File: src/trace_pkg.sv
package trace_pkg;

  ////////////////////
  // Widths
  ////////////////////

  localparam int unsigned XLEN       = 32;
  localparam int unsigned REG_ADDR_W = 5;
  localparam int unsigned ORDER_W    = 64;
  localparam int unsigned BE_W       = 4;
  localparam int unsigned CINSN_W    = 16;

  ////////////////////
  // Encodings
  ////////////////////

  // LSU access size
  typedef enum logic [1:0] {
    DT_WORD = 2'd0,
    DT_HALF = 2'd1,
    DT_BYTE = 2'd2,
    DT_NONE = 2'd3
  } data_type_e;

  // Next PC source
  typedef enum logic [2:0] {
    PC_BOOT,
    PC_JUMP,
    PC_EXC,
    PC_ERET,
    PC_DRET
  } pc_sel_e;

  // Exception PC source
  // Only EXC and IRQ enter a trap handler
  typedef enum logic [1:0] {
    EXC_PC_EXC,
    EXC_PC_IRQ,
    EXC_PC_DBD,
    EXC_PC_DBG_EXC
  } exc_pc_sel_e;

  typedef enum logic [1:0] {
    PRIV_LVL_U = 2'd0,
    PRIV_LVL_M = 2'd3
  } priv_lvl_e;

  ////////////////////
  // Pipeline views
  ////////////////////

  typedef struct packed {
    logic [XLEN-1:0]    rdata;
    logic [CINSN_W-1:0] rdata_c;
    logic               is_compressed;
    logic               illegal;
    logic [XLEN-1:0]    pc_id;
    logic [XLEN-1:0]    pc_if;
  } id_info_t;

  typedef struct packed {
    logic [REG_ADDR_W-1:0] rs1_addr;
    logic [XLEN-1:0]       rs1_data;
    logic [REG_ADDR_W-1:0] rs2_addr;
    logic [XLEN-1:0]       rs2_data;
    logic [REG_ADDR_W-1:0] rd_addr;
    logic [XLEN-1:0]       rd_wdata;
    logic                  rd_we;
  } reg_info_t;

  typedef struct packed {
    logic [XLEN-1:0] addr;
    logic [XLEN-1:0] rdata;
    logic [XLEN-1:0] wdata;
    data_type_e      data_type;
    logic            we;
  } mem_info_t;

  typedef struct packed {
    logic        pc_set;
    pc_sel_e     pc_mux;
    exc_pc_sel_e exc_pc_mux;
  } pc_ctrl_t;

  // One record per retired instruction
  typedef struct packed {
    logic                  valid;
    logic [ORDER_W-1:0]    order;
    logic [XLEN-1:0]       insn;
    logic [XLEN-1:0]       insn_uncompressed;
    logic                  trap;
    logic                  halt;
    logic                  intr;
    priv_lvl_e             mode;
    logic [REG_ADDR_W-1:0] rs1_addr;
    logic [REG_ADDR_W-1:0] rs2_addr;
    logic [XLEN-1:0]       rs1_rdata;
    logic [XLEN-1:0]       rs2_rdata;
    logic [REG_ADDR_W-1:0] rd_addr;
    logic [XLEN-1:0]       rd_wdata;
    logic [XLEN-1:0]       pc_rdata;
    logic [XLEN-1:0]       pc_wdata;
    logic [XLEN-1:0]       mem_addr;
    logic [BE_W-1:0]       mem_rmask;
    logic [BE_W-1:0]       mem_wmask;
    logic [XLEN-1:0]       mem_rdata;
    logic [XLEN-1:0]       mem_wdata;
  } trace_rec_t;

endpackage

File: src/trace_insn_tracker.sv
`timescale 1ns/100ps

module trace_insn_tracker (
  input  logic                clk,
  input  logic                rst_ni,
  input  logic                instr_new_i,
  input  logic                instr_ret_i,
  input  trace_pkg::pc_ctrl_t pc_ctrl_i,
  output logic                insn_new_o,
  output logic                intr_o
);

  import trace_pkg::*;

  logic insn_new_q;
  logic trap_pc_d;
  logic trap_pc_q;
  logic trap_entry;

  // In flight from the decode pulse through the retire cycle
  assign insn_new_o = instr_new_i | insn_new_q;

  always_ff @(posedge clk or negedge rst_ni) begin
    if (!rst_ni) begin
      insn_new_q <= 1'b0;
    end else if (instr_ret_i) begin
      insn_new_q <= 1'b0;
    end else begin
      insn_new_q <= insn_new_o;
    end
  end

  ////////////////////
  // Trap entry
  ////////////////////

  // Jump into an exception or interrupt handler but not into debug mode
  assign trap_entry = pc_ctrl_i.pc_set && (pc_ctrl_i.pc_mux == PC_EXC) &&
                      ((pc_ctrl_i.exc_pc_mux == EXC_PC_EXC) ||
                       (pc_ctrl_i.exc_pc_mux == EXC_PC_IRQ));

  always_comb begin
    trap_pc_d = trap_pc_q;
    if (trap_entry) begin
      trap_pc_d = 1'b1;
    end else if (trap_pc_q && instr_ret_i) begin
      // First handler instruction has retired
      trap_pc_d = 1'b0;
    end
  end

  always_ff @(posedge clk or negedge rst_ni) begin
    if (!rst_ni) begin
      trap_pc_q <= 1'b0;
    end else begin
      trap_pc_q <= trap_pc_d;
    end
  end

  assign intr_o = trap_pc_q & insn_new_o;

endmodule

File: src/trace_reg_capture.sv
`timescale 1ns/100ps

module trace_reg_capture (
  input  logic                 clk,
  input  logic                 rst_ni,
  input  logic                 instr_new_i,
  input  logic                 insn_new_i,
  input  trace_pkg::reg_info_t reg_i,
  output trace_pkg::reg_info_t reg_o
);

  import trace_pkg::*;

  reg_info_t reg_d;
  reg_info_t reg_q;

  always_comb begin
    reg_d = reg_q;

    // Operands as read when decode took the instruction
    if (instr_new_i) begin
      reg_d.rs1_addr = reg_i.rs1_addr;
      reg_d.rs1_data = reg_i.rs1_data;
      reg_d.rs2_addr = reg_i.rs2_addr;
      reg_d.rs2_data = reg_i.rs2_data;
    end

    // Destination follows the register file while in flight
    if (insn_new_i) begin
      if (!reg_i.rd_we) begin
        reg_d.rd_addr  = '0;
        reg_d.rd_wdata = '0;
      end else begin
        reg_d.rd_addr = reg_i.rd_addr;
        if (reg_i.rd_addr == '0) begin
          // x0 is hardwired
          reg_d.rd_wdata = '0;
        end else begin
          reg_d.rd_wdata = reg_i.rd_wdata;
        end
      end
    end

    // Write enable already folded into rd_addr and rd_wdata
    reg_d.rd_we = 1'b0;
  end

  always_ff @(posedge clk or negedge rst_ni) begin
    if (!rst_ni) begin
      reg_q <= '0;
    end else begin
      reg_q <= reg_d;
    end
  end

  assign reg_o = reg_d;

endmodule

File: src/trace_mem_capture.sv
`timescale 1ns/100ps

module trace_mem_capture (
  input  logic                       clk,
  input  logic                       rst_ni,
  input  logic                       insn_new_i,
  input  logic                       lsu_data_valid_i,
  input  trace_pkg::mem_info_t       mem_i,
  output trace_pkg::mem_info_t       mem_o,
  output logic [trace_pkg::BE_W-1:0] rmask_o,
  output logic [trace_pkg::BE_W-1:0] wmask_o
);

  import trace_pkg::*;

  mem_info_t mem_d;
  mem_info_t mem_q;

  // Last valid LSU result of the instruction in flight
  always_comb begin
    if (insn_new_i && lsu_data_valid_i) begin
      mem_d = mem_i;
    end else begin
      mem_d = mem_q;
    end
  end

  always_ff @(posedge clk or negedge rst_ni) begin
    if (!rst_ni) begin
      mem_q <= '0;
    end else begin
      mem_q <= mem_d;
    end
  end

  assign mem_o = mem_d;

  ////////////////////
  // Byte masks
  ////////////////////

  // Taken from the live access size
  always_comb begin
    unique case (mem_i.data_type)
      DT_WORD: rmask_o = 4'b1111;
      DT_HALF: rmask_o = 4'b0011;
      DT_BYTE: rmask_o = 4'b0001;
      default: rmask_o = 4'b0000;
    endcase
  end

  assign wmask_o = mem_i.we ? rmask_o : '0;

endmodule

File: src/trace_record_reg.sv
`timescale 1ns/100ps

module trace_record_reg (
  input  logic                       clk,
  input  logic                       rst_ni,
  input  logic                       instr_ret_i,
  input  logic                       intr_i,
  input  trace_pkg::id_info_t        id_i,
  input  trace_pkg::reg_info_t       reg_i,
  input  trace_pkg::mem_info_t       mem_i,
  input  logic [trace_pkg::BE_W-1:0] rmask_i,
  input  logic [trace_pkg::BE_W-1:0] wmask_i,
  output trace_pkg::trace_rec_t      rec_o
);

  import trace_pkg::*;

  trace_rec_t      rec_d;
  logic [XLEN-1:0] insn;

  // Compressed encodings are reported zero-extended
  always_comb begin
    if (id_i.is_compressed) begin
      insn = {{(XLEN-CINSN_W){1'b0}}, id_i.rdata_c};
    end else begin
      insn = id_i.rdata;
    end
  end

  ////////////////////
  // Record fields
  ////////////////////

  always_comb begin
    rec_d.valid             = instr_ret_i;
    // Count advances after each valid record
    rec_d.order             = rec_o.order + ORDER_W'(rec_o.valid);
    rec_d.insn              = insn;
    rec_d.insn_uncompressed = id_i.rdata;
    rec_d.trap              = id_i.illegal;
    rec_d.halt              = 1'b0;
    rec_d.intr              = intr_i;
    // Machine mode only
    rec_d.mode              = PRIV_LVL_M;
    rec_d.rs1_addr          = reg_i.rs1_addr;
    rec_d.rs2_addr          = reg_i.rs2_addr;
    rec_d.rs1_rdata         = reg_i.rs1_data;
    rec_d.rs2_rdata         = reg_i.rs2_data;
    rec_d.rd_addr           = reg_i.rd_addr;
    rec_d.rd_wdata          = reg_i.rd_wdata;
    rec_d.pc_rdata          = id_i.pc_id;
    rec_d.pc_wdata          = id_i.pc_if;
    rec_d.mem_addr          = mem_i.addr;
    rec_d.mem_rmask         = rmask_i;
    rec_d.mem_wmask         = wmask_i;
    rec_d.mem_rdata         = mem_i.rdata;
    rec_d.mem_wdata         = mem_i.wdata;
  end

  // Output stage
  always_ff @(posedge clk or negedge rst_ni) begin
    if (!rst_ni) begin
      rec_o <= '0;
    end else begin
      rec_o <= rec_d;
    end
  end

endmodule

File: src/trace_unit_top.sv
`timescale 1ns/100ps

module trace_unit_top (
  input  logic                  clk,
  input  logic                  rst_ni,
  input  logic                  instr_new_i,
  input  logic                  instr_ret_i,
  input  logic                  lsu_data_valid_i,
  input  trace_pkg::id_info_t   id_i,
  input  trace_pkg::reg_info_t  reg_i,
  input  trace_pkg::mem_info_t  mem_i,
  input  trace_pkg::pc_ctrl_t   pc_ctrl_i,
  output trace_pkg::trace_rec_t rec_o
);

  import trace_pkg::*;

  logic            insn_new;
  logic            intr_d;
  reg_info_t       reg_held;
  mem_info_t       mem_held;
  logic [BE_W-1:0] rmask;
  logic [BE_W-1:0] wmask;

  trace_insn_tracker u_insn_tracker (
    .clk         (clk),
    .rst_ni      (rst_ni),
    .instr_new_i (instr_new_i),
    .instr_ret_i (instr_ret_i),
    .pc_ctrl_i   (pc_ctrl_i),
    .insn_new_o  (insn_new),
    .intr_o      (intr_d)
  );

  trace_reg_capture u_reg_capture (
    .clk         (clk),
    .rst_ni      (rst_ni),
    .instr_new_i (instr_new_i),
    .insn_new_i  (insn_new),
    .reg_i       (reg_i),
    .reg_o       (reg_held)
  );

  trace_mem_capture u_mem_capture (
    .clk              (clk),
    .rst_ni           (rst_ni),
    .insn_new_i       (insn_new),
    .lsu_data_valid_i (lsu_data_valid_i),
    .mem_i            (mem_i),
    .mem_o            (mem_held),
    .rmask_o          (rmask),
    .wmask_o          (wmask)
  );

  trace_record_reg u_record_reg (
    .clk         (clk),
    .rst_ni      (rst_ni),
    .instr_ret_i (instr_ret_i),
    .intr_i      (intr_d),
    .id_i        (id_i),
    .reg_i       (reg_held),
    .mem_i       (mem_held),
    .rmask_i     (rmask),
    .wmask_i     (wmask),
    .rec_o       (rec_o)
  );

endmodule

File: config.mk
export PLATFORM = sky130hd
export DESIGN_NAME = trace_unit_top
export DESIGN_NICKNAME = d
export VERILOG_FILES = /design/src/trace_pkg.sv /design/src/trace_insn_tracker.sv /design/src/trace_reg_capture.sv /design/src/trace_mem_capture.sv /design/src/trace_record_reg.sv /design/src/trace_unit_top.sv
export SDC_FILE = /design/constraint.sdc
export NUM_CORES = 1
export LEC_CHECK = 0
export BUFFER_PORTS_ARGS = -buffer_cell sky130_fd_sc_hd__buf_2
export CAP_MARGIN = 15
export CORE_AREA = 2 2 289 291
export DETAILED_ROUTE_END_ITERATION = 8
export DIE_AREA = 0 0 291 293
export GPL_TIMING_DRIVEN = 0
export PLACE_DENSITY = 0.55
export SLEW_MARGIN = 25
export SYNTH_ARGS = -nofsm -noshare
export SYNTH_HDL_FRONTEND = slang
export SYNTH_HIERARCHICAL = 1
export SYNTH_SLANG_ARGS = --single-unit
export TNS_END_PERCENT = 20
File: constraint.sdc
create_clock -name clk -period 3 [get_ports clk]
set_clock_uncertainty 0.2 [all_clocks]
set_input_delay 0.6 -clock clk [delete_from_list [all_inputs] [get_ports clk]]
set_output_delay 0.6 -clock clk [all_outputs]
set_load 0.01 [all_outputs]
# == Yosys cells after proc, flatten, opt, wreduce, memory -nomap -nowiden ==
# Index checks and enable logic that the tools add are counted.
# totals
ff_bits,413
latchBits,0
ramBits,0
romBits,0
inputBits,336
elab_cells,46
mem_count,0
# classes
addsub,1
n_mul,0
div,0
order_cmp,0
eq_ne,4
n_shift,0
muxes,8
n_bitwise,2
reduce_logical,9
# op_table
cell,n
64-bit by 1-bit adder with 64-bit output,1
32-bit two-way mux,2
37-bit two-way mux,1
4-bit case mux with 3 select lines,1
5-bit logical NOT,1
"2-bit by 1-bit == test with 1-bit output, second input constant",2
1-bit logical AND,4
2-bit logical NOT,2
4-bit two-way mux,1
"3-bit by 2-bit == test with 1-bit output, second input constant",1
1-bit two-way mux,3
"2-bit == test, second input constant",1
2-bit nonzero test,1
1-bit bitwise AND,1
1-bit logical OR,1
1-bit bitwise OR,1

# == Longest topological paths before layout ==
# logic_depth
depth_word,4
mapped_depth,8
mapped_depth_nobuf,7

# == Hierarchy ==
# Netlist, hierarchy kept.
# by_module_without_submodules
module,instances,cells_per_inst,area_per_inst_um2,seq_area_each_um2
trace_record_reg,1,658,11936.4,10284.9
trace_reg_capture,1,249,4180.3,2777.7
trace_mem_capture,1,217,3743.6,2477.4
trace_insn_tracker,1,8,95.1,50.0

# == Least setup slack after synthesis ==
# No wires, ideal clock.
# synth_path
path_type,reg-to-reg
start,"register, netlist name u_record_reg/rec_o[360]"
end,"register, netlist name u_record_reg/rec_o[381]"
arrival_ns,2.262
setup_slack_ns,0.410
stages_incl_launch_ff,6
synth_period_minus_slack_ns,2.590
cell_sequence,dfrtp_1 nand4_2 or4_4 or4_4 or4_4 xnor2_2

==> impl_metrics.yaml <==
outcome:
  status: "finished clean"
floorplan:
  ioPinCount: 749
  core_area_um2: 81800
  chipHeight_um: 293
  die_w_um: 291
  start_util: 0.242
  num_rows: 105
  dieArea_um2: 85300
detailed_routing:
  wl_per_cell_um: 18.0
  vias_per_cell: 4.04
  final_antenna_net_count: 0
  dr.first_iter.drc_count: 447
  wirelength_um: 57800
  num_vias: 13000
  post-route-drc-count: 0
  first_pass_iters: 4
sta:
  slew_violations: 0
  finalCriticalPeriod_ns: 2.73
  finalSetupViolations: 0
  final_hold_viol_count: 0
  rsz0062_at_grt: "no"
  slew_headroom: 0.468
  period_share: 0.912
  worst_slew_pin_slew_ns: 0.798
  fin_ws_ns: 0.265
  hold_slack_ns: 0.0518
  tns_ns: 0
  fmax_ghz: 0.366
critical_path:
  crit_type: "reg2reg"
  crit_chain: "ha_1 -> ha_1 -> nand4_1 -> nor4_1 -> nand4_1 -> nor4_1 -> xor2_1"
  critical_path.slowest_cell: "nand4_1"
  end_kind: "register"
  r2r-end: "u_record_reg/rec_o[408]"
  rr_worst_depth: 7
  cpPeakStageDelay_ns: 0.50
  crit_path_max_fanout: 9
  ff2ff_setup_slack_ns: 0.27
  critical_path_arrival_ns: 3.05
  start_kind: "register"
  rr_startpoint: "u_record_reg/rec_o[348]"
  cp.required_ns: 3.31
clocking:
  cts_sinks: 620
  insertion_delay_ns: 0.59
  cts_made_buffers: 67
  cts_buffer_depth: 3
  clkTransAtPathRegs_ns: 0.06
  cts_root_buffer: "clkbuf_16"
  tritoncts: "built"
  htreeDepth: 3
global_routing:
  gr-total-overflow: 0
  grt_pass1_wl_um: 86500
  grt_use_total: 0.133
  grt_antenna_before_repair: 10
  grt_max_degree: 101
  grt_pass1_vias: 14600
synth:
  avgSynthCellArea_um2: 17.6
  yosys_warnings: 6
  syn_area_um2: 19800
  syn_inst: 1124
  synth_fp_nets: 1462
pwr:
  powerDensity_nw_per_um2: 693
  ir_worst_vdd_mv: 0.514
  p_total_mw: 20.1
  leakagePower_nw: 14.1
placement:
  port_buffers: 746
  dp_hpwl_um: 43400
  place.gp.congestion: 0.843
  place_ws_ns: -0.0423
  dp.cells: 2947
final_layout:
  drive_gt1_frac: 0.515
  instances_no_fill: 3222
  layout.nets: 2430
  syn_to_final_growth_pct: 45.9
hold_path:
  hp-start: "mem_i[0]"
  min_to: "u_record_reg/rec_o[64]"
  min_path_type: "in2reg"
  hold-path-cell-count: 2
flow_run:
  maxCapViolCount: 0
==> power breakdown <==
part / internal (mW) / switching [mW] / total [mW]
Combinational: 1.02 / 1.13 / 2.15
Sequential: 9.17 / 0.282 / 9.45
Clock: 5.07 / 3.40 / 8.46
Total: 15.3 / 4.81 / 20.1
==> flip-flops by register name (all words and copies together) (netlist names) <==
name                       cells
u_insn_tracker/trap_pc_q       1
u_mem_capture/mem_q           96
u_reg_capture/reg_q          111
u_record_reg/rec_o           411
u_insn_tracker/insn_new_q      1
==> timing repair <==
action / 4_1_cts / 5_1_grt
endpoints found under the setup margin: 8 / 76
resized for setup: 2 / 0
cloned: 0 / 1
hold buffers: 145 / 0
pin swaps: 0 / 1
setup buffers: 0 / 0
endpoints found under the hold margin: 230 / 0
==> cell usage in the layout (no fill, tap or decap), drive strengths merged, types with 3 or more instances in the layout <==
cell	count
dfrtp	620
xor2	24
bufinv	4
dlygate4sd3	145
or2	4
mux2	186
buf	785
or4	3
nand3	18
clkinv	9
clkinvlp	3
nor4	14
clkbuf	108
nand2	27
a32o	32
inv	21
and3	4
diode	8
nor2	22
nor3	13
nor2b	19
a22o	4
xnor2	38
and2	3
nand4	25
==> stage by stage <==
| step | util | cell area [um^2] |
|---|---|---|
| finish | 0.354 | 28900 |
| global route | 0.354 | 28900 |
| CTS | 0.353 | 28900 |
| detailed placement | 0.307 | 25100 |
| global placement | 0.304 | 24900 |
| floorplan | - | 19800 |
==> worst max-delay path: cells and delay by family (launching register included) <==
family / cells / cell delay (ns)
flops: 1 / 0.35
fa+ha+maj: 2 / 0.49
simple gates: 4 / 1.44
xor+xnor: 1 / 0.17
==> final cells by class <==
| cell class | instances | area, um^2 |
|---|---|---|
| antenna | 8 | 20.0 |
| buffer | 38 | 269 |
| clock buffer | 101 | 2030 |
| clock inverter | 20 | 293 |
| fill | 7875 | 52900 |
| inverter | 17 | 63.8 |
| multi-input combinational | 449 | 4000 |
| sequential | 620 | 15500 |
| tap | 1070 | 1340 |
| timing repair buffer | 899 | 5410 |
==> metal layers <==
layer  vias up  GRT usage  wire, um
met5         -          0        41
met4         6     0.0461      1420
met3       101     0.0536      5340
met2       528      0.242     30600
met1      6600      0.137     20500
li1       5786          -         -
==> worst max-delay path by stage <==
| stage | cells past startpoint | startpoint | end | slack, ns |
|---|---|---|---|---|
| finish | 7 | u_record_reg/rec_o[348] | u_record_reg/rec_o[408] | 0.27 |
| CTS | 8 | u_record_reg/rec_o[348] | u_record_reg/rec_o[394] | 0.13 |
| global placement | 1 | rst_ni | u_record_reg/rec_o[316] | -10.89 |
| floorplan | 5 | u_record_reg/rec_o[360] | u_record_reg/rec_o[381] | 0.41 |
| detailed placement | 8 | u_record_reg/rec_o[348] | u_record_reg/rec_o[394] | -0.04 |
| global route | 7 | u_record_reg/rec_o[348] | u_record_reg/rec_o[408] | 0.008 |
Power figures use the tool's default switching activity.
